[config.mk]
export PLATFORM = sky130hd
export DESIGN_NAME = icache_repl
export DESIGN_NICKNAME = d
export VERILOG_FILES = /design/src/hw/icache_pkg.sv /design/src/hw/icache_repl.sv
export VERILOG_INCLUDE_DIRS = /design/src /design/src/hw
export SDC_FILE = /design/constraint.sdc
export NUM_CORES = 1
export LEC_CHECK = 0
export ABC_AREA = 1
export BUFFER_PORTS_ARGS = -buffer_cell sky130_fd_sc_hd__buf_2
export CORE_AREA = 2 2 39 41
export DETAILED_ROUTE_END_ITERATION = 8
export DIE_AREA = 0 0 41 43
export GPL_TIMING_DRIVEN = 0
export PLACE_DENSITY_LB_ADDON = 0.1
export SLEW_MARGIN = 15
export SYNTH_ARGS = -nofsm -noshare
export SYNTH_HDL_FRONTEND = slang
export SYNTH_SLANG_ARGS = --single-unit
[constraint.sdc]
create_clock -name clk_i -period 0.9 [get_ports clk_i]
set_input_delay 0.09 -clock clk_i [delete_from_list [all_inputs] [get_ports clk_i]]
set_output_delay 0.09 -clock clk_i [all_outputs]
set_load 0.05 [all_outputs]
[src/hw/icache_consts.svh]
`ifndef ICACHE_CONSTS_SVH
`define ICACHE_CONSTS_SVH

// fetch address width, byte addressed
`define ICACHE_ADDR_W 32

// associativity and number of sets
`define ICACHE_WAYS 4
`define ICACHE_SETS 16

// one line holds four fetch words
`define ICACHE_LINE_W 128
`define ICACHE_WORD_W 32

// width of the random replacement register
`define ICACHE_LFSR_W 8

// derived widths
`define ICACHE_INDEX_W $clog2(`ICACHE_SETS)
// byte offset inside a line
`define ICACHE_OFFSET_W $clog2(`ICACHE_LINE_W / 8)
`define ICACHE_TAG_W (`ICACHE_ADDR_W - `ICACHE_INDEX_W - `ICACHE_OFFSET_W)
`define ICACHE_WAY_IDX_W $clog2(`ICACHE_WAYS)

`endif

[src/hw/icache_pkg.sv]
`include "icache_consts.svh"

package icache_pkg;

  // plain vectors with a meaning of their own
  typedef logic [`ICACHE_ADDR_W-1:0]                       addr_t;
  typedef logic [`ICACHE_TAG_W-1:0]                        tag_t;
  typedef logic [`ICACHE_INDEX_W-1:0]                      set_idx_t;
  typedef logic [$clog2(`ICACHE_LINE_W/`ICACHE_WORD_W)-1:0] word_sel_t;
  typedef logic [`ICACHE_WORD_W-1:0]                       word_t;
  typedef logic [`ICACHE_LINE_W-1:0]                       line_t;
  typedef logic [`ICACHE_WAYS-1:0]                         way_oh_t;
  typedef logic [`ICACHE_WAY_IDX_W-1:0]                    way_idx_t;

  // fetch port
  typedef struct packed {
    addr_t addr;
  } fetch_req_t;

  typedef struct packed {
    word_t data;
    // echo of the accepted address
    addr_t addr;
  } fetch_rsp_t;

  // refill port, whole lines only
  typedef struct packed {
    logic [`ICACHE_ADDR_W-`ICACHE_OFFSET_W-1:0] line_addr;
  } mem_req_t;

  typedef struct packed {
    line_t data;
  } mem_rtrn_t;

  // write command into the tag, valid and data arrays
  typedef struct packed {
    set_idx_t set;
    way_oh_t  way_mask;
    tag_t     tag;
    line_t    line;
    logic     valid;
    // low for flush writes, which touch tag and valid only
    logic     data_we;
  } array_wr_t;

  typedef enum logic [2:0] {
    FLUSH,
    IDLE,
    LOOKUP,
    REFILL_REQ,
    REFILL_WAIT,
    RESPOND
  } ctrl_state_e;

endpackage

[src/hw/icache_repl.sv]
`timescale 1ns/1ps
`include "icache_consts.svh"

module icache_repl import icache_pkg::*; (
  input  logic    clk_i,
  input  logic    rst_ni,
  input  way_oh_t valid_i,
  input  logic    refill_done_i,
  output way_oh_t victim_oh_o
);

  logic [`ICACHE_LFSR_W-1:0] lfsr_q;
  logic                      lfsr_fb;
  logic                      any_invalid;
  way_idx_t                  inv_idx;
  way_idx_t                  victim_idx;

  ////////////////////////////////////////////////////////////////////////////
  // random way source
  ////////////////////////////////////////////////////////////////////////////

  // x^8 + x^6 + x^5 + x^4 + 1, maximal length
  assign lfsr_fb = lfsr_q[7] ^ lfsr_q[5] ^ lfsr_q[4] ^ lfsr_q[3];

  always_ff @(posedge clk_i or negedge rst_ni) begin : p_lfsr
    if (!rst_ni) begin
      // any nonzero seed
      lfsr_q <= `ICACHE_LFSR_W'(1);
    end else if (refill_done_i) begin
      lfsr_q <= {lfsr_q[`ICACHE_LFSR_W-2:0], lfsr_fb};
    end
  end

  ////////////////////////////////////////////////////////////////////////////
  // victim choice
  ////////////////////////////////////////////////////////////////////////////

  assign any_invalid = ~&valid_i;

  // lowest numbered free way
  always_comb begin : p_first_inv
    inv_idx = '0;
    for (int w = `ICACHE_WAYS - 1; w >= 0; w--) begin
      if (!valid_i[w]) begin
        inv_idx = way_idx_t'(w);
      end
    end
  end

  // random pick only once the set is full
  assign victim_idx  = any_invalid ? inv_idx : lfsr_q[`ICACHE_WAY_IDX_W-1:0];
  assign victim_oh_o = way_oh_t'(1) << victim_idx;

  // victim is a single way
  // while any way is free it is the lowest free one
  a_victim_onehot: assert property (@(posedge clk_i) disable iff (!rst_ni)
    $onehot(victim_oh_o) &&
    (!any_invalid || (((victim_oh_o & valid_i) == '0) &&
                      (((victim_oh_o - 1'b1) & ~valid_i) == '0))))
    else $error("icache_repl: victim mask %b for valid bits %b", victim_oh_o, valid_i);

endmodule

==> impl_metrics.toml <==
[place]
port_buffers = 10
dp.final_hpwl_um = 648
dpl_worst_slack_ps = -337
gp_congestion = 0.652

[floorplan]
placeableCoreArea_um2 = 1380
start_util_pct = 29.7
die_area_um2 = 1760
ioPinCount = 11
rows = 14
fp.dieH_um = 43
die_w_um = 41

[hold_path]
hp-class = "in -> reg"

[setup_path]
cp_max_fo = 3
cp_data_required_time_ps = 810
path_class = "reg -> out"
cp-start-kind = "register"
cp_data_arrival_time_ps = 1290
endpoint_kind = "primary output"

[finish]
area_growth_syn_to_layout_pct = 58.7
final_core_util_pct = 47.2
drive_gt1_share_pct = 40.3
largestRegisters = "lfsr_q: 8 flops"
fin_nets = 85
top_register = "lfsr_q"
largest_register_ffs = 8
diodes = 0

[clock_tree]
h-tree-depth = 1
cts_buffers = 3
clock_path_buffers = 2
clkTransAtPathRegs_ps = 60
cts_tree = "built"
cts_root_buffer = "clkbuf_4"
cts_sinks = 8
insertion_delay_ps = 260

[routing]
drt_wl_total_um = 938
drt_iter0_markers = 9
wl_per_cell_um = 10.1
vias = 392
vias_per_cell = 4.22
drc = 0
dr.pass1.iters = 4
drtAntennaViolNets = 0

[grt]
grt_pass1_vias = 376
grtUsageTotal_pct = 13.8
grt_max_degree = 11
grt_pass1_wl_um = 1590
antenna_found_initial = 0
grt-ovfl-total = 0

[synth]
synthMuxAreaShare_pct = 0
ys_types = 12
synth_area_per_cell_um2 = 7.22
synth_top_family_by_area = "simple AND/OR/NAND/NOR gates"
synth_fa_ha_area_share_pct = 0
synth_area_um2 = 412
yosys.area_share.simple_pct = 26.7
synthCells = 57
syn_nets = 64
synth_warnings = 0
synth_xor_area_share_pct = 0
ys_ff_latch = 8
synth_compound_area_share_pct = 14.9
synth-seq-area-share_pct = 48.9

[sta]
setup_viol = 4
hold_violations = 0
tns_ps = -1780
drv_slew = 0
min_period_ps = 1380
finClkSkew_ps = 5.04
worst_pin_slew_ps = 214
relSlewSlack_pct = 85.8
rsz0062_at_grt = "true"
timing.fmax_ghz = 0.724
setup_slack_ps = -482
finalCritPeriodShare_pct = 154

[power]
ir_drop_mv = 0.904
power_mw = 1.33
pwr_density_cell_nw_per_um2 = 2040
p_leak_nw = 0.326

[run]
drv_cap = 0

[outcome]
violations = "negative setup slack"
status = "complete, but fails checks"
placed cells by master (no fill, tap or decap), drive strengths merged:
cell and instances:
dfrtp 7, nand2 23, clkbuf 4, dlygate4sd3 1
dfstp 1, a21oi 1, a31oi 1, o21ai 8
inv 9, buf 16, nor2 5, nand3 1
where the power goes:
part           switching (mW)  internal, mW
registers              0.0733         0.469
clock network           0.138         0.171
logic                   0.268         0.210
total                   0.479         0.850
routing by layer:
metal	track usage (%)	wire length, um
met5	0	0
met4	8.00	6
met3	4.71	26
met2	18.4	450
met1	18.6	455
final cells by class:
cell class / instances / area (um^2)
clock buffer: 4 / 26.3
fill: 145 / 731
tap: 16 / 20.0
multi-input combinational: 39 / 236
inverter: 9 / 33.8
buffer: 1 / 5.00
timing repair buffer: 16 / 130
sequential: 8 / 201
final timing paths:
path / from / endpoint / slack, ps / depth (start not counted)
setup / recovery: lfsr_q[0] / victim_oh_o[1] / -480 / 5
hold / removal: refill_done_i / lfsr_q[4] / 50 / 2
setup reg to reg: lfsr_q[0] / lfsr_q[1] / 40 / 3
hold reg to reg: lfsr_q[2] / lfsr_q[3] / 490 / 2
max in group asynchronous: rst_ni / lfsr_q[0] / 450 / 2
min in group asynchronous: rst_ni / lfsr_q[6] / 200 / 2
stage by stage:
| stage | cell area [um^2] | cells | hold WS, ps |
|---|---|---|---|
| detailed placement | 542 | 83 | -48.1 |
| CTS | 638 | 92 | 34.6 |
| global placement | 542 | 83 | -51.6 |
| finish | 653 | 93 | 47.4 |
| floorplan | 472 | 57 | -206 |
| global route | 653 | 93 | 78.1 |
Yosys cell counts:
| library cell | n | area [um^2] |
|---|---|---|
| inv_2 | 1 | 3.75 |
| inv_1 | 8 | 30.0 |
| dfstp_2 | 1 | 26.3 |
| nand3_1 | 1 | 5.00 |
| a31oi_2 | 1 | 12.5 |
| a21oi_1 | 1 | 5.00 |
| dfrtp_1 | 7 | 175 |
| o21ai_0 | 7 | 35.0 |
| nand2_1 | 23 | 86.3 |
| buf_2 | 1 | 5.00 |
| nor2_1 | 5 | 18.8 |
| o21ai_2 | 1 | 8.76 |
cells by family (layout without fill, tap and decap cells):
logic type / after synthesis / count (layout)
buffers and inverters: 10 / 30
AND/OR/NAND/NOR: 29 / 29
flip-flops: 8 / 8
AO/OA/AOI/OAI: 10 / 10
critical path, cell delays in order (launching register included):
cell and delay [ps]:
dfstp_2 560, o21ai_4 70, nand2_4 100, nand2_4 50, nor2_4 110, buf_8 150
repair_timing:
item / CTS / global route
endpoints found under the setup margin: 4 / 5
endpoints found under the hold margin: 8 / 0
hold buffers: 1 / 0
buffers inserted: 4 / 1
pin swaps: 6 / 4
gates resized for setup: 10 / 3
No activity file was read; power rests on OpenSTA's default activity.
