<file path="src/hw/icache_consts.svh">
`ifndef ICACHE_CONSTS_SVH
`define ICACHE_CONSTS_SVH

// fetch address width, byte addressed
`define ICACHE_ADDR_W 32

// associativity and number of sets
`define ICACHE_WAYS 4
`define ICACHE_SETS 16

// one line holds four fetch words
`define ICACHE_LINE_W 128
`define ICACHE_WORD_W 32

// width of the random replacement register
`define ICACHE_LFSR_W 8

// derived widths
`define ICACHE_INDEX_W $clog2(`ICACHE_SETS)
// byte offset inside a line
`define ICACHE_OFFSET_W $clog2(`ICACHE_LINE_W / 8)
`define ICACHE_TAG_W (`ICACHE_ADDR_W - `ICACHE_INDEX_W - `ICACHE_OFFSET_W)
`define ICACHE_WAY_IDX_W $clog2(`ICACHE_WAYS)

`endif

</file>
<file path="src/hw/icache_pkg.sv">
`include "icache_consts.svh"

package icache_pkg;

  // plain vectors with a meaning of their own
  typedef logic [`ICACHE_ADDR_W-1:0]                       addr_t;
  typedef logic [`ICACHE_TAG_W-1:0]                        tag_t;
  typedef logic [`ICACHE_INDEX_W-1:0]                      set_idx_t;
  typedef logic [$clog2(`ICACHE_LINE_W/`ICACHE_WORD_W)-1:0] word_sel_t;
  typedef logic [`ICACHE_WORD_W-1:0]                       word_t;
  typedef logic [`ICACHE_LINE_W-1:0]                       line_t;
  typedef logic [`ICACHE_WAYS-1:0]                         way_oh_t;
  typedef logic [`ICACHE_WAY_IDX_W-1:0]                    way_idx_t;

  // fetch port
  typedef struct packed {
    addr_t addr;
  } fetch_req_t;

  typedef struct packed {
    word_t data;
    // echo of the accepted address
    addr_t addr;
  } fetch_rsp_t;

  // refill port, whole lines only
  typedef struct packed {
    logic [`ICACHE_ADDR_W-`ICACHE_OFFSET_W-1:0] line_addr;
  } mem_req_t;

  typedef struct packed {
    line_t data;
  } mem_rtrn_t;

  // write command into the tag, valid and data arrays
  typedef struct packed {
    set_idx_t set;
    way_oh_t  way_mask;
    tag_t     tag;
    line_t    line;
    logic     valid;
    // low for flush writes, which touch tag and valid only
    logic     data_we;
  } array_wr_t;

  typedef enum logic [2:0] {
    FLUSH,
    IDLE,
    LOOKUP,
    REFILL_REQ,
    REFILL_WAIT,
    RESPOND
  } ctrl_state_e;

endpackage

</file>
<file path="src/hw/icache_ctrl.sv">
`timescale 1ns/1ps
`include "icache_consts.svh"

module icache_ctrl import icache_pkg::*; (
  input  logic       clk_i,
  input  logic       rst_ni,
  input  logic       fetch_req_valid_i,
  input  fetch_req_t fetch_req_i,
  input  logic       fetch_rsp_ready_i,
  input  logic       mem_req_ready_i,
  input  logic       mem_rtrn_valid_i,
  input  mem_rtrn_t  mem_rtrn_i,
  input  logic       flush_i,
  input  logic       hit_i,
  input  word_t      hit_word_i,
  input  way_oh_t    victim_oh_i,
  output logic       fetch_req_ready_o,
  output logic       fetch_rsp_valid_o,
  output fetch_rsp_t fetch_rsp_o,
  output logic       mem_req_valid_o,
  output mem_req_t   mem_req_o,
  output logic       miss_o,
  output logic       busy_o,
  output logic       read_en_o,
  output set_idx_t   read_set_o,
  output logic       wr_en_o,
  output array_wr_t  wr_o,
  output tag_t       lookup_tag_o,
  output word_sel_t  word_sel_o,
  output logic       refill_done_o
);

  ctrl_state_e state_d, state_q;

  // accepted request and its fields
  addr_t     addr_q;
  tag_t      req_tag;
  set_idx_t  req_set;
  word_sel_t req_word;

  // high in the second lookup cycle, when array data is fresh
  logic      cmp_q;
  logic      decide;
  logic      refill_fire;
  logic      req_fire;

  // flush bookkeeping
  logic      flush_pend_q;
  logic      flush_done;
  set_idx_t  flush_cnt_q;

  way_oh_t    victim_q;
  logic       miss_q;
  fetch_rsp_t rsp_q;
  logic       rsp_load;
  word_t      rsp_data;
  word_t      rtrn_word;

  ////////////////////////////////////////////////////////////////////////////
  // address split
  ////////////////////////////////////////////////////////////////////////////

  assign req_tag  = addr_q[`ICACHE_ADDR_W-1 -: `ICACHE_TAG_W];
  assign req_set  = addr_q[`ICACHE_OFFSET_W +: `ICACHE_INDEX_W];
  // word index sits just above the two byte bits
  assign req_word = addr_q[`ICACHE_OFFSET_W-$bits(word_sel_t) +: $bits(word_sel_t)];

  assign lookup_tag_o = req_tag;
  assign word_sel_o   = req_word;

  // addressed word straight out of the refill line
  assign rtrn_word = mem_rtrn_i.data[req_word * `ICACHE_WORD_W +: `ICACHE_WORD_W];

  ////////////////////////////////////////////////////////////////////////////
  // FSM
  ////////////////////////////////////////////////////////////////////////////

  assign req_fire    = fetch_req_valid_i && fetch_req_ready_o;
  assign decide      = (state_q == LOOKUP) && cmp_q;
  assign refill_fire = (state_q == REFILL_WAIT) && mem_rtrn_valid_i;
  assign flush_done  = (state_q == FLUSH) && (flush_cnt_q == set_idx_t'(`ICACHE_SETS - 1));

  always_comb begin : p_fsm
    state_d = state_q;
    unique case (state_q)
      // one set per cycle, valid bits cleared
      FLUSH: begin
        if (flush_done) begin
          state_d = IDLE;
        end
      end
      // pending flush wins over new requests
      IDLE: begin
        if (flush_pend_q) begin
          state_d = FLUSH;
        end else if (fetch_req_valid_i) begin
          state_d = LOOKUP;
        end
      end
      // first cycle reads the set, second compares
      LOOKUP: begin
        if (cmp_q) begin
          state_d = hit_i ? RESPOND : REFILL_REQ;
        end
      end
      REFILL_REQ: begin
        if (mem_req_ready_i) begin
          state_d = REFILL_WAIT;
        end
      end
      REFILL_WAIT: begin
        if (mem_rtrn_valid_i) begin
          state_d = RESPOND;
        end
      end
      RESPOND: begin
        if (fetch_rsp_ready_i) begin
          state_d = IDLE;
        end
      end
      default: begin
        state_d = FLUSH;
      end
    endcase
  end

  // handshake outputs
  assign fetch_req_ready_o = (state_q == IDLE) && !flush_pend_q;
  assign fetch_rsp_valid_o = (state_q == RESPOND);
  assign fetch_rsp_o       = rsp_q;
  assign mem_req_valid_o   = (state_q == REFILL_REQ);
  assign mem_req_o         = '{line_addr: {req_tag, req_set}};
  assign miss_o            = miss_q;
  assign busy_o            = (state_q != IDLE);

  // array read in the first lookup cycle
  assign read_en_o  = (state_q == LOOKUP) && !cmp_q;
  assign read_set_o = req_set;

  // flush clears all ways of a set, refill fills the latched victim
  assign wr_en_o          = (state_q == FLUSH) || refill_fire;
  assign wr_o.set         = (state_q == FLUSH) ? flush_cnt_q : req_set;
  assign wr_o.way_mask    = (state_q == FLUSH) ? '1 : victim_q;
  assign wr_o.tag         = req_tag;
  assign wr_o.line        = mem_rtrn_i.data;
  assign wr_o.valid       = (state_q != FLUSH);
  assign wr_o.data_we     = (state_q != FLUSH);
  assign refill_done_o    = refill_fire;

  // response from the hit way or from the refill line
  assign rsp_load = (decide && hit_i) || refill_fire;
  assign rsp_data = refill_fire ? rtrn_word : hit_word_i;

  ////////////////////////////////////////////////////////////////////////////
  // registers
  ////////////////////////////////////////////////////////////////////////////

  always_ff @(posedge clk_i or negedge rst_ni) begin : p_ctrl_regs
    if (!rst_ni) begin
      state_q      <= FLUSH;
      cmp_q        <= 1'b0;
      miss_q       <= 1'b0;
      flush_pend_q <= 1'b0;
      flush_cnt_q  <= '0;
    end else begin
      state_q      <= state_d;
      cmp_q        <= read_en_o;
      // one pulse per refill request, first cycle of REFILL_REQ
      miss_q       <= decide && !hit_i;
      // a new flush_i is kept, taking the flush clears it
      flush_pend_q <= flush_i || (flush_pend_q && (state_q != IDLE));
      if (state_q == FLUSH) begin
        // wraps to zero after the last set
        flush_cnt_q <= flush_cnt_q + 1'b1;
      end
    end
  end

  always_ff @(posedge clk_i) begin : p_payload_regs
    if (req_fire) begin
      addr_q <= fetch_req_i.addr;
    end
    // victim is chosen from the valid bits of the looked up set
    if (decide) begin
      victim_q <= victim_oh_i;
    end
    if (rsp_load) begin
      rsp_q.data <= rsp_data;
      rsp_q.addr <= addr_q;
    end
  end

  ////////////////////////////////////////////////////////////////////////////
  // assertions
  ////////////////////////////////////////////////////////////////////////////

  a_state_legal: assert property (@(posedge clk_i) disable iff (!rst_ni)
    state_q inside {FLUSH, IDLE, LOOKUP, REFILL_REQ, REFILL_WAIT, RESPOND})
    else $error("icache_ctrl: illegal state %0h", state_q);

  // the memory side only returns what was requested
  a_rtrn_in_wait: assert property (@(posedge clk_i) disable iff (!rst_ni)
    mem_rtrn_valid_i |-> (state_q == REFILL_WAIT))
    else $error("icache_ctrl: refill return outside REFILL_WAIT");

endmodule

</file>
<file path="config.mk">
export PLATFORM = sky130hd
export DESIGN_NAME = icache_ctrl
export DESIGN_NICKNAME = d
export VERILOG_FILES = /design/src/hw/icache_pkg.sv /design/src/hw/icache_ctrl.sv
export VERILOG_INCLUDE_DIRS = /design/src /design/src/hw
export SDC_FILE = /design/constraint.sdc
export NUM_CORES = 1
export LEC_CHECK = 0
export ABC_CLOCK_PERIOD_IN_PS = 3850
export CORE_AREA = 2 2 191 193
export DETAILED_ROUTE_END_ITERATION = 10
export DIE_AREA = 0 0 193 195
export DONT_BUFFER_PORTS = 1
export RECOVER_POWER = 25
export SYNTH_ARGS = -nofsm -noshare
export SYNTH_HDL_FRONTEND = slang
export SYNTH_SLANG_ARGS = --single-unit
</file>
<file path="constraint.sdc">
create_clock -name clk_i -period 3.85 [get_ports clk_i]
set_input_delay 0.1925 -clock clk_i [delete_from_list [all_inputs] [get_ports clk_i]]
set_output_delay 0.1925 -clock clk_i [all_outputs]
set_load 0.1 [all_outputs]
</file>
==> reports/metrics.cfg <==
[hold_path]
holdPathStages = 1
worst_hold_path.endpoint = fetch_rsp_o[46]$_DFFE_PP_
hp-class = in -> reg
min_from = hit_word_i[14]

[setup_path]
r2r-start = state_q[0]$_DFFE_PN0P_
cp.required_ns = 3.66
crit_fanout = 13
rrSetupSlack_ns = 1.07
cp-end-kind = output pin
r2r_end = addr_q[2]$_DFFE_PP_
path_class = reg -> out
crit_path_start_kind = flop
rr_worst_depth = 5
arrival_ns = 2.89

[outcome]
status = completed

[yosys]
synth-xor-area-share_pct = 0.410
yosys-top-cells-area = edfxtp_1 47%, buf_4 25%, mux4_2 11%
ys_seq_area_share_pct = 50.7
yosys-mux-area-fraction_pct = 17.2
avgSynthCellArea_um2 = 14.0
synth_cell_type_count = 34
netlist_instances = 457
yosys_warnings = 0
ys_ff_latch = 110
yosys.area.top_type = edfxtp_1
synth_top_area_share_pct = 46.8
syn-num-nets = 662
synth_area_mm2 = 0.00641
synthAdderAreaFrac_pct = 0.195
synth_top_family_by_area = buffers and inverters
synthSimpleGateAreaFrac_pct = 4.06
synth-compound-area-share_pct = 0.878

[final_layout]
utilization_pct = 20.1
areaGrowthSynthToFinish_pct = 10.9
fin_nets = 557
layout_common_cells = 100 x edfxtp_1, 47 x dlygate4sd3_1, 34 x buf_4, 32 x mux4_2, 32 x mux2_2
n_fill_cell = 3791
final_common_cell = edfxtp_1
final_layout_size_suffix_gt1_share_pct = 43.1

[sta]
setup_viol = 0
relSlewSlack_pct = 22.8
finalClockSkew_ns = 0.00867
fmax_ghz = 0.324
rsz0062_at_grt = no
min_period_over_period_pct = 80.2
finalHoldViolCount = 0
period_minus_slack_ns = 3.09
maxSlewViolCount = 0
tightest_slew_ns = 1.16
setup_tns_ns = 0

[pwr]
max-vdd-ir-drop_mv = 0.595
combPwrFrac_pct = 42.7
p_sw_share_pct = 53.2
power_leakage_nw = 2.38
switchingPower_mw = 2.81
power.density_mw_per_mm2 = 741
p_seq_share_pct = 38.9
p_int_mw = 2.47
power_frac_clock_pct = 18.3
p_total_mw = 5.27

[grt]
overflow = 0
antenna_found_initial = 14
first_global_vias = 3441
track_usage_pct = 9.98
grt_pass1_wl_um = 26200
grt_max_degree = 65

[drt]
via_per_inst = 3.82
drc = 0
drt-initial-drc-count = 194
postRouteAntennaNets = 0
num_vias = 3165
dr.pass1.iters = 4
wirelength_um = 19400
routedWlPerCell_um = 23.4

[clocking]
postCtsSetupRepairBufs = 0
insertion_delay_ns = 0.38
cts_tree = yes
clk_pin_slew_ns = 0.09
root_buffer = clkbuf_16
clock_sinks = 110
cts_buffers = 9
clockBufferDepth = 2
ctsHoldBuffers = 47
cts_htree_levels = 3
cts_resized = 0

[floorplanning]
boundaryPins = 496
design.core.area_mm2 = 0.0354
row_count = 69
die_h_um = 195
die_x_um = 193
initial_core_util_pct = 18.1
dieArea_mm2 = 0.0376

[place]
dp_hpwl_um = 15100
portBuffers = 0
gp_congestion = 0.845

[job]
drv_cap = 0

[final cells by class]
cell class                 count  area, um2  area share (%)
timing repair buffer         109       1490            20.9
clock inverter                 6       62.6           0.879
clock buffer                  10        229            3.22
multi-input combinational    121       1480            20.7
inverter                       1       3.75          0.0528
antenna                       10       25.0           0.352
tap                          461        577            8.11
sequential                   110       3250            45.7
[power groups by stage]
stage | Clock [mW] | Combinational (mW) | Sequential [mW]
detailed placement | 0 | 2.22 | 2.08
finish | 0.967 | 2.25 | 2.05
global route | 1.07 | 2.34 | 2.07
global placement | 0 | 2.18 | 2.06
CTS | 1.02 | 2.27 | 2.05
floorplan | 0 | 2.65 | 1.99
[flip-flops by register name, summed over array words and instances (netlist names)]
| name | count |
|---|---|
| addr_q | 32 |
| cmp_q | 1 |
| fetch_rsp_o | 64 |
| flush_cnt_q | 4 |
| flush_pend_q | 1 |
| miss_o | 1 |
| state_q | 3 |
| victim_q | 4 |
[per-layer routing]
| metal | vias up | global-route usage [%] | part of all wire (%) | wire (um) |
|---|---|---|---|---|
| met3 | 34 | 5.39 | 11 | 2030 |
| met2 | 270 | 16.7 | 51 | 9820 |
| met5 | - | 0 | 0.30 | 58 |
| li1 | 1227 | - | - | - |
| met1 | 1626 | 10.4 | 36 | 6980 |
| met4 | 8 | 3.96 | 2.4 | 459 |
[synthesized netlist by cell type (all sizes together)]
cell type and n:
and3b 2, or3b 1, clkbuf 4, buf 221
nor3b 1, edfxtp 100, mux4 32, nor2 4
nand4 1, nand2b 6, ha 1, a22oi 1
nor4 1, nand2 18, nor2b 2, and3 2
dfrtp 10, mux2 33, and2 1, o21ai 1
inv 1, nor3 2, or2 1, a211oi 1
a31oi 1, a21oi 2, xnor2 3, a21o 2
nor4bb 1, mux2i 1
[stage by stage]
step | cell area (um2) | instances | hold slack (ns) | worst slack (ns)
final | 7110 | 828 | 0.0327 | 0.764
after CTS | 7090 | 818 | 0.00149 | 0.738
after global routing | 7110 | 827 | 0.00839 | 0.595
after global placement | 6330 | 755 | -0.103 | 1.14
after detailed placement | 6330 | 755 | -0.103 | 1.08
after floorplan | 6410 | 457 | -0.103 | 0.0486
[worst max path at each step]
stage / start / to / slack [ns] / depth (start not counted)
global placement: state_q[0]$_DFFE_PN0P_ / addr_q[2]$_DFFE_PP_ / 1.14 / 5
CTS: state_q[1]$_DFFE_PN0P_ / wr_o[158] / 0.74 / 4
floorplan: state_q[2]$_DFFE_PN0P_ / addr_q[0]$_DFFE_PP_ / 0.05 / 4
finish: state_q[1]$_DFFE_PN0P_ / wr_o[154] / 0.76 / 3
global route: state_q[1]$_DFFE_PN0P_ / wr_o[158] / 0.60 / 4
detailed placement: state_q[0]$_DFFE_PN0P_ / addr_q[2]$_DFFE_PP_ / 1.08 / 5
[critical path, stage by stage, from the launching register on]
cell      delay [ns]
dfrtp_1         0.64
nor3_4          0.13
inv_2           0.84
nand2b_1        0.90
[logic make-up after synthesis]
kind of cell / after synthesis
multiplexers: 66
buffers and inverters: 226
AO/OA/AOI/OAI: 8
AND/OR/NAND/NOR: 43
flip-flops: 110
XOR/XNOR: 3
adder cells (fa/ha/maj): 1
Note: power is estimated with default switching activity, not from simulation.
