[config.mk]
export PLATFORM = sky130hd
export DESIGN_NAME = icache_lookup
export DESIGN_NICKNAME = d
export VERILOG_FILES = /design/src/hw/icache_pkg.sv /design/src/hw/icache_lookup.sv
export VERILOG_INCLUDE_DIRS = /design/src /design/src/hw
export SDC_FILE = /design/constraint.sdc
export NUM_CORES = 1
export LEC_CHECK = 0
export BUFFER_PORTS_ARGS = -buffer_cell sky130_fd_sc_hd__buf_2
export CAP_MARGIN = 20
export CORE_AREA = 3 3 257 259
export DETAILED_ROUTE_END_ITERATION = 7
export DIE_AREA = 0 0 260 262
export PLACE_DENSITY = 0.3
export SLEW_MARGIN = 20
export SYNTH_ARGS = -nofsm -noshare
export SYNTH_HDL_FRONTEND = slang
export SYNTH_SLANG_ARGS = --single-unit
[constraint.sdc]
create_clock -name vclk -period 10
set_input_delay 1.5 -clock vclk [all_inputs]
set_output_delay 1.5 -clock vclk [all_outputs]
set_load 0.01 [all_outputs]
[src/hw/icache_consts.svh]
`ifndef ICACHE_CONSTS_SVH
`define ICACHE_CONSTS_SVH

// fetch address width, byte addressed
`define ICACHE_ADDR_W 32

// associativity and number of sets
`define ICACHE_WAYS 4
`define ICACHE_SETS 16

// one line holds four fetch words
`define ICACHE_LINE_W 128
`define ICACHE_WORD_W 32

// width of the random replacement register
`define ICACHE_LFSR_W 8

// derived widths
`define ICACHE_INDEX_W $clog2(`ICACHE_SETS)
// byte offset inside a line
`define ICACHE_OFFSET_W $clog2(`ICACHE_LINE_W / 8)
`define ICACHE_TAG_W (`ICACHE_ADDR_W - `ICACHE_INDEX_W - `ICACHE_OFFSET_W)
`define ICACHE_WAY_IDX_W $clog2(`ICACHE_WAYS)

`endif

[src/hw/icache_pkg.sv]
`include "icache_consts.svh"

package icache_pkg;

  // plain vectors with a meaning of their own
  typedef logic [`ICACHE_ADDR_W-1:0]                       addr_t;
  typedef logic [`ICACHE_TAG_W-1:0]                        tag_t;
  typedef logic [`ICACHE_INDEX_W-1:0]                      set_idx_t;
  typedef logic [$clog2(`ICACHE_LINE_W/`ICACHE_WORD_W)-1:0] word_sel_t;
  typedef logic [`ICACHE_WORD_W-1:0]                       word_t;
  typedef logic [`ICACHE_LINE_W-1:0]                       line_t;
  typedef logic [`ICACHE_WAYS-1:0]                         way_oh_t;
  typedef logic [`ICACHE_WAY_IDX_W-1:0]                    way_idx_t;

  // fetch port
  typedef struct packed {
    addr_t addr;
  } fetch_req_t;

  typedef struct packed {
    word_t data;
    // echo of the accepted address
    addr_t addr;
  } fetch_rsp_t;

  // refill port, whole lines only
  typedef struct packed {
    logic [`ICACHE_ADDR_W-`ICACHE_OFFSET_W-1:0] line_addr;
  } mem_req_t;

  typedef struct packed {
    line_t data;
  } mem_rtrn_t;

  // write command into the tag, valid and data arrays
  typedef struct packed {
    set_idx_t set;
    way_oh_t  way_mask;
    tag_t     tag;
    line_t    line;
    logic     valid;
    // low for flush writes, which touch tag and valid only
    logic     data_we;
  } array_wr_t;

  typedef enum logic [2:0] {
    FLUSH,
    IDLE,
    LOOKUP,
    REFILL_REQ,
    REFILL_WAIT,
    RESPOND
  } ctrl_state_e;

endpackage

[src/hw/icache_lookup.sv]
`timescale 1ns/1ps
`include "icache_consts.svh"

module icache_lookup import icache_pkg::*; (
  input  tag_t  [`ICACHE_WAYS-1:0] tags_i,
  input  way_oh_t                  valid_i,
  input  line_t [`ICACHE_WAYS-1:0] lines_i,
  input  tag_t                     lookup_tag_i,
  input  word_sel_t                word_sel_i,
  output logic                     hit_o,
  output word_t                    hit_word_o
);

  way_oh_t  hit_vec;
  way_idx_t hit_idx;
  line_t    hit_line;

  // per-way compare, invalid ways never hit
  for (genvar w = 0; w < `ICACHE_WAYS; w++) begin : gen_cmp
    assign hit_vec[w] = valid_i[w] && (tags_i[w] == lookup_tag_i);
  end

  assign hit_o = |hit_vec;

  // binary encode of the hitting way
  // lowest index wins, though at most one should be set
  always_comb begin : p_hit_enc
    hit_idx = '0;
    for (int w = `ICACHE_WAYS - 1; w >= 0; w--) begin
      if (hit_vec[w]) begin
        hit_idx = way_idx_t'(w);
      end
    end
  end

  // word select inside the hitting line
  assign hit_line   = lines_i[hit_idx];
  assign hit_word_o = hit_line[word_sel_i * `ICACHE_WORD_W +: `ICACHE_WORD_W];

  // refills only happen on a miss, so a tag lives in one way of a set
  always_comb begin : p_hit_check
    a_hit_onehot: assert final ($isunknown(hit_vec) || $onehot0(hit_vec))
      else $error("icache_lookup: several ways hit, vector %b", hit_vec);
  end

endmodule

==> results.cfg, run 1 <==
[detailed_routing]
wire_per_inst_microns = 24.7
firstDrtPassIters = 4
drc = 0
routed_wirelength_microns = 61500
drt-initial-drc-count = 727
ant_nets = 0
via_per_inst = 4.45
num_vias = 11070

[logic_synthesis]
syn-instance-count = 1027
synth_fa_ha_area_frac = 0
synth-xor-area-share = 0.130
syn_nets = 1665
synth_compound_area_frac = 0.450
synth_top_family_by_area = compound AO/OA/AOI/OAI gates
synth_top_area_cell = nand2_1
yosys.area.top_type_share = 0.108
ys_seq_area_frac = 0
synth_warnings = 0
ys_types = 61
synthSimpleGateAreaFrac = 0.277
avgSynthCellArea_sq_um = 6.54
synthTopCellsByArea = nand2_1 11%, xnor2_1 8.5%, o211a_1 7.2%
synthMuxAreaShare = 0.0626
synthesis.area_sq_mm = 0.00671

[floorplanning]
coreArea_sq_mm = 0.0641
start_util = 0.105
die_h_microns = 262
ios = 671
die_x_microns = 260
die_area_sq_mm = 0.0681
rows = 93

[power]
ir_drop_v = 0.0000172
p_clk_frac = 0
cellPowerDensity_mw_per_mm2 = 31.0
power_leakage_nw = 5.53
intPower_mw = 0.164
p_seq_frac = 0
p_switching_mw = 0.175
pwr-share-comb = 1.000
power_switching_share = 0.517

[timing]
setup_ws_ns = 2.68
rsz0062_at_grt = no
period_share = 0.732
slew_headroom = 0.340
setup_viol = 0
finalCriticalPeriod_ns = 7.32
tns_ns = 0
fmax_ghz = 0.137
worst_pin_slew_ns = 0.990
hold_viol_final = 0
final_max_slew_viol_count = 0

[setup_path]
critPathSlowestCell = buf_4
crit_path_end_kind = primary output
crit_chain = buf_2 -> xor2_1 -> nor4_2 -> and4_1 -> a211oi_4 -> buf_4 -> o21ai_4 -> buf_4 -> buf_4 -> mux2i_1 -> a22oi_1 -> a41o_1 -> buf_2
crit_start = lookup_tag_i[8]
path_max_fanout = 68
worst_setup_path_start_kind = primary input
critPathRequiredTime_ns = 8.50
path_common_cell = buf_4
criticalPathCategory = primary input to primary output
slowest_delay_ns = 0.77
arrival_ns = 5.82

[hold_path]
min_path_cells = 5
holdPathEnd = hit_word_o[22]
min_from = lines_i[22]
hp-class = primary input to primary output

[grt]
grt_pass1_wl_microns = 82000
track_usage = 0.165
grt_max_degree = 73
grt_antenna_before_repair = 21
globalRouteOverflowTotal = 0
grt_pass1_vias = 11114

[finish]
design.seq.count = 0
instances_no_fill = 2485
fin_util = 0.170
fin_area_sq_mm = 0.0109
drive_above_1_share = 0.447
nNetsFinal = 2262
clock_buffers = 0
layout_common_cells = 670 x buf_2, 194 x nand2_1, 65 x xnor2_1
final_common_cell = buf_2
syn_to_final_growth_pct = 62.6
seqCellArea_sq_um = 0

[cts]
post_cts_resized = 0
cts_hold_buf = 0
post_cts.repair.setup_buffers = 0

[run_status]
status = complete, no violations

[placement]
dp_slack_ns = 2.75
io_buffers = 671
place.gp.congestion = 0.884
placed_cell_area_sq_mm = 0.0109
dp_hpwl_microns = 53000
placed_cells = 2477

[flow_run]
maxCapViolCount = 0
==> layer usage <==
layer | part of all wire | vias up | global-route usage
li1 | - | 5232 | -
met1 | 0.44 | 5256 | 0.219
met2 | 0.48 | 508 | 0.291
met3 | 0.074 | 48 | 0.0310
met4 | 0.0061 | 26 | 0.00903
met5 | 0.0029 | - | 0
==> Yosys cell counts (all sizes together) (14+ instances only) <==
| library cell | count |
|---|---|
| clkbuf | 71 |
| a2111oi | 36 |
| o22ai | 41 |
| xnor2 | 67 |
| nor2 | 26 |
| o21ai | 38 |
| o211a | 48 |
| a211o | 27 |
| a211oi | 41 |
| o21a | 14 |
| buf | 35 |
| o211ai | 15 |
| nand3 | 41 |
| nor3 | 41 |
| a41o | 19 |
| a31oi | 14 |
| mux2i | 42 |
| xor2 | 31 |
| a21oi | 17 |
| nand4 | 41 |
| o221ai | 18 |
| nand2 | 194 |
| a22oi | 18 |
==> worst max-delay path by stage <==
stage / end / slack [ns] / cells past startpoint
after floorplan: hit_word_o[11] / 4.64 / 12
after global placement: hit_word_o[0] / 2.84 / 13
after detailed placement: hit_word_o[16] / 2.75 / 13
after CTS: hit_word_o[16] / 2.74 / 13
after global routing: hit_word_o[0] / 2.55 / 13
final: hit_word_o[0] / 2.68 / 13
==> stage by stage <==
step | hold slack (ns) | power, mW
2_1_floorplan | 3.27 | 0.128
3_3_place_gp | 3.47 | 0.346
3_5_place_dp | 3.46 | 0.342
4_1_cts | 3.47 | 0.344
5_1_grt | 3.49 | 0.369
6_report | 3.46 | 0.339
==> critical path: cells and delay by family <==
family | cells | cell delay (ns)
AND/OR/NAND/NOR | 2 | 1.05
buffers and inverters | 5 | 1.85
AO/OA/AOI/OAI | 4 | 0.79
multiplexers | 1 | 0.27
XOR/XNOR | 1 | 0.18
==> layout make-up <==
| class | count | area, sq um |
|---|---|---|
| Tap cell | 855 | 1070 |
| Timing Repair Buffer | 701 | 3590 |
| Inverter | 4 | 15.0 |
| Fill cell | 7556 | 53200 |
| Antenna cell | 8 | 20.0 |
| Multi-Input combinational cell | 917 | 6230 |
==> logic make-up after synthesis <==
group / after synthesis
and+or+nand+nor: 394
AOI/OAI and AO/OA: 383
buffers and inverters: 110
xor gates and xnor gates: 98
muxes: 42
==> power by group through the flow <==
stage / sequential (mW) / clock [mW] / combinational (mW)
after global placement: 0 / 0 / 0.346
after detailed placement: 0 / 0 / 0.342
after CTS: 0 / 0 / 0.344
after floorplan: 0 / 0 / 0.128
after global routing: 0 / 0.0000000268 / 0.369
final: 0 / 0.0000000942 / 0.339
(Power assumes the default switching activity.)
==> run 2: changes to the inputs <==
- CORE_AREA: 3 3 257 259 -> 3 3 259 261
- DIE_AREA: 0 0 260 262 -> 0 0 262 264
- clock period: 10 -> 6.9 ns (I/O delays scaled with it)
==> run 2 against run 1 <==
Against the previous run:
- sequential cell count stayed put
- combinational power increased by 45%
- sequential share of layout area unchanged
- power grew 45%
- worst setup slack got worse by 1.7 ns
- die area grew 1.5%
- wire length is 0.53% higher
- first-iteration DRC count down 12%
- non-clock buffer count is 12 higher
- largest power group unchanged
- critical path depth decreased by 1
- critical endpoint is now hit_word_o[14]
- cell area increased by 0.85%
- largest cell class unchanged
- final cell count increased by 0.44%
==> results.cfg, run 2 (synthesis gave the netlist of run 1 again) <==
[floorplanning]
die_area_sq_mm = 0.0692
start_util = 0.104
coreArea_sq_mm = 0.0647
ios = 671
die_x_microns = 262
rows = 93
die_h_microns = 264

[timing]
period_share = 0.856
tns_ns = 0
fmax_ghz = 0.169
final_max_slew_viol_count = 0
rsz0062_at_grt = no
slew_headroom = 0.335
worst_pin_slew_ns = 0.993
setup_ws_ns = 0.996
setup_viol = 0
finalCriticalPeriod_ns = 5.90
hold_viol_final = 0

[hold_path]
hp-class = primary input to primary output
min_path_cells = 5

[placement]
place.gp.congestion = 0.905
dp_hpwl_microns = 53700
io_buffers = 671
placed_cell_area_sq_mm = 0.0110
dp_slack_ns = 0.982

[power]
power_switching_share = 0.517
power_leakage_nw = 5.60
cellPowerDensity_mw_per_mm2 = 44.7
ir_drop_v = 0.0000289
p_clk_frac = 0
pwr-share-comb = 1.000
p_seq_frac = 0
intPower_mw = 0.238
p_switching_mw = 0.255

[finish]
syn_to_final_growth_pct = 64.0
fin_util = 0.170
clock_buffers = 0
nNetsFinal = 2274
layout_common_cells = 670 x buf_2, 194 x nand2_1, 65 x xnor2_1
fin_area_sq_mm = 0.0110
seqCellArea_sq_um = 0
drive_above_1_share = 0.451
final_common_cell = buf_2
design.seq.count = 0

[grt]
grt_max_degree = 92
grt_pass1_wl_microns = 83400
grt_pass1_vias = 11538
globalRouteOverflowTotal = 0
grt_antenna_before_repair = 19
track_usage = 0.165

[setup_path]
criticalPathCategory = primary input to primary output
crit_chain = buf_2 -> xnor2_2 -> nand4_1 -> or4_4 -> or3_1 -> buf_4 -> o21ai_4 -> buf_12 -> nand2_1 -> a32oi_1 -> a41o_1 -> buf_2
crit_cells = 12
path_common_cell = buf_2
crit_path_end_kind = primary output
arrival_ns = 4.87
worst_setup_path_start_kind = primary input
critPathSlowestCell = a32oi_1
path_max_fanout = 91
slowest_delay_ns = 0.63
crit_start = lookup_tag_i[19]
critPathRequiredTime_ns = 5.86
crit_end = hit_word_o[14]
crit_family = simple AND/OR/NAND/NOR gates
cp_num_buf_inv = 4

[detailed_routing]
firstDrtPassIters = 5
num_vias = 10924
ant_nets = 0
drt-initial-drc-count = 643
routed_wirelength_microns = 61800
drc = 0
wire_per_inst_microns = 24.8
via_per_inst = 4.38

[flow_run]
maxCapViolCount = 0

[run_status]
status = complete, no violations

[cts]
post_cts.repair.setup_buffers = 0
post_cts_resized = 0
cts_hold_buf = 0
## run 2: cell type report
cell class / count / area [sq um]
tap: 855 / 1070
inverter: 4 / 15.0
timing repair buffer: 713 / 3690
fill: 7689 / 53700
antenna: 7 / 17.5
multi-input combinational: 917 / 6220
## run 2: worst min-delay path by stage
stage / from / endpoint / slack, ns
after floorplan: lines_i[85] / hit_word_o[21] / 2.34
after global placement: lines_i[63] / hit_word_o[31] / 2.53
after detailed placement: lines_i[63] / hit_word_o[31] / 2.53
after CTS: lines_i[63] / hit_word_o[31] / 2.53
after global routing: lines_i[106] / hit_word_o[10] / 2.56
final: lines_i[63] / hit_word_o[31] / 2.53
## run 2: per-stage QoR
step,cells,total power [mW],hold WS [ns]
6_report,2496,0.492,2.53
3_5_place_dp,2489,0.498,2.53
3_3_place_gp,2489,0.500,2.53
2_1_floorplan,1027,0.186,2.34
4_1_cts,2489,0.500,2.53
5_1_grt,2494,0.536,2.56
## run 2: power by group through the flow
stage          logic, mW  clock network (mW)  registers, mW
2_1_floorplan      0.186                   0              0
3_3_place_gp       0.500                   0              0
3_5_place_dp       0.498                   0              0
4_1_cts            0.500                   0              0
5_1_grt            0.536        0.0000000971              0
6_report           0.492         0.000000136              0
## run 2: metal layers
metal  wire [microns]  vias to the layer above  GRT usage
li1                 -                     5262          -
met1            27200                     5106      0.217
met2            29800                      496      0.289
met3             3850                       48     0.0245
met4              869                       12     0.0243
met5               69                        -          0
==> run 3: changes to the inputs <==
- MAX_ROUTING_LAYER: unset -> met4
==> run 3 against run 2 <==
Against the previous run:
- sequential share of layout area did not move
- non-clock buffer count is the same
- first-iteration DRC count rose by 8.7%
- die area did not move
- critical path depth unchanged
- via count grew 1.6%
- worst hold slack worse by 0.0073 ns
==> results.cfg, run 3 (synthesis gave the netlist of run 1 again) <==
[run_status]
status = complete, no violations

[detailed_routing]
routed_wirelength_microns = 62000
firstDrtPassIters = 5
drt-initial-drc-count = 699
via_per_inst = 4.44
wire_per_inst_microns = 24.8
drc = 0
num_vias = 11099
ant_nets = 0

[grt]
track_usage = 0.170
grt_pass1_wl_microns = 83700
grt_max_degree = 68
grt_antenna_before_repair = 19
globalRouteOverflowTotal = 0
grt_pass1_vias = 11504

[floorplanning]
die_x_microns = 262
die_h_microns = 264
coreArea_sq_mm = 0.0647
rows = 93
start_util = 0.104
die_area_sq_mm = 0.0692
ios = 671

[finish]
layout_common_cells = 670 x buf_2, 194 x nand2_1, 65 x xnor2_1
clock_buffers = 0
seqCellArea_sq_um = 0
drive_above_1_share = 0.451
nNetsFinal = 2274
final_common_cell = buf_2
design.seq.count = 0
syn_to_final_growth_pct = 64.5

[timing]
period_share = 0.865
finalCriticalPeriod_ns = 5.97
tns_ns = 0
holdWs_ns = 2.52
setup_viol = 0
fmax_ghz = 0.168
rsz0062_at_grt = no
slew_headroom = 0.360
hold_viol_final = 0
final_max_slew_viol_count = 0
worst_pin_slew_ns = 0.954

[setup_path]
criticalPathCategory = primary input to primary output
slowest_delay_ns = 0.78
arrival_ns = 4.93
crit_chain = buf_2 -> xnor2_1 -> nand4_1 -> nor4b_1 -> and2_1 -> o21ai_4 -> buf_12 -> buf_12 -> mux2i_1 -> a32oi_1 -> a41o_1 -> buf_2
critPathSlowestCell = nor4b_1
critPathRequiredTime_ns = 5.86
crit_path_end_kind = primary output
worst_setup_path_start_kind = primary input
path_max_fanout = 67

[cts]
post_cts_resized = 0
cts_hold_buf = 0
post_cts.repair.setup_buffers = 0

[power]
cellPowerDensity_mw_per_mm2 = 44.9
power_leakage_nw = 5.61
ir_drop_v = 0.0000240

[placement]
dp_hpwl_microns = 53700
io_buffers = 671
place.gp.congestion = 0.896

[flow_run]
maxCapViolCount = 0

[hold_path]
hp-class = primary input to primary output
## run 3: layer usage
layer  vias up  wire (microns)  global-route usage
li1       5256               -                   -
met1      5257           27300               0.221
met2       544           29800               0.287
met3        42            4030              0.0206
met4         0             899              0.0273
met5         -               0                   -
## run 3: path summary, 6_finish.rpt
kind	startpoint	end	slack [ns]	depth (start not counted)
min	lines_i[63]	hit_word_o[31]	2.52	5
max	lookup_tag_i[0]	hit_word_o[14]	0.93	12
## run 3: report_power, final
group	internal (mW)	switching [mW]
sequential	0	0
combinational	0.238	0.257
clock	0.000000194	0
## run 3: cell type report
type                            instances  area (sq um)
Antenna cell                           10          25.0
Fill cell                            7691         53700
Inverter                                4          15.0
Multi-Input combinational cell        917          6220
Tap cell                              855          1070
Timing Repair Buffer                  713          3710
## run 3: stage by stage
step	instances	total power, mW	instance area [sq um]	util	setup WS, ns
floorplan	1027	0.186	6710	-	2.47
global placement	2489	0.502	11000	0.170	0.927
detailed placement	2489	0.501	11000	0.170	0.968
CTS	2489	0.503	11000	0.170	0.974
global route	2499	0.538	11000	0.171	0.824
finish	2499	0.496	11000	0.171	0.931
## run 3: critical path, delay by kind of cell
family	cells	cell delay (ns)
XOR/XNOR	1	0.39
AND/OR/NAND/NOR	3	1.46
AO/OA/AOI/OAI	3	0.98
multiplexers	1	0.19
buffers and inverters	4	0.78
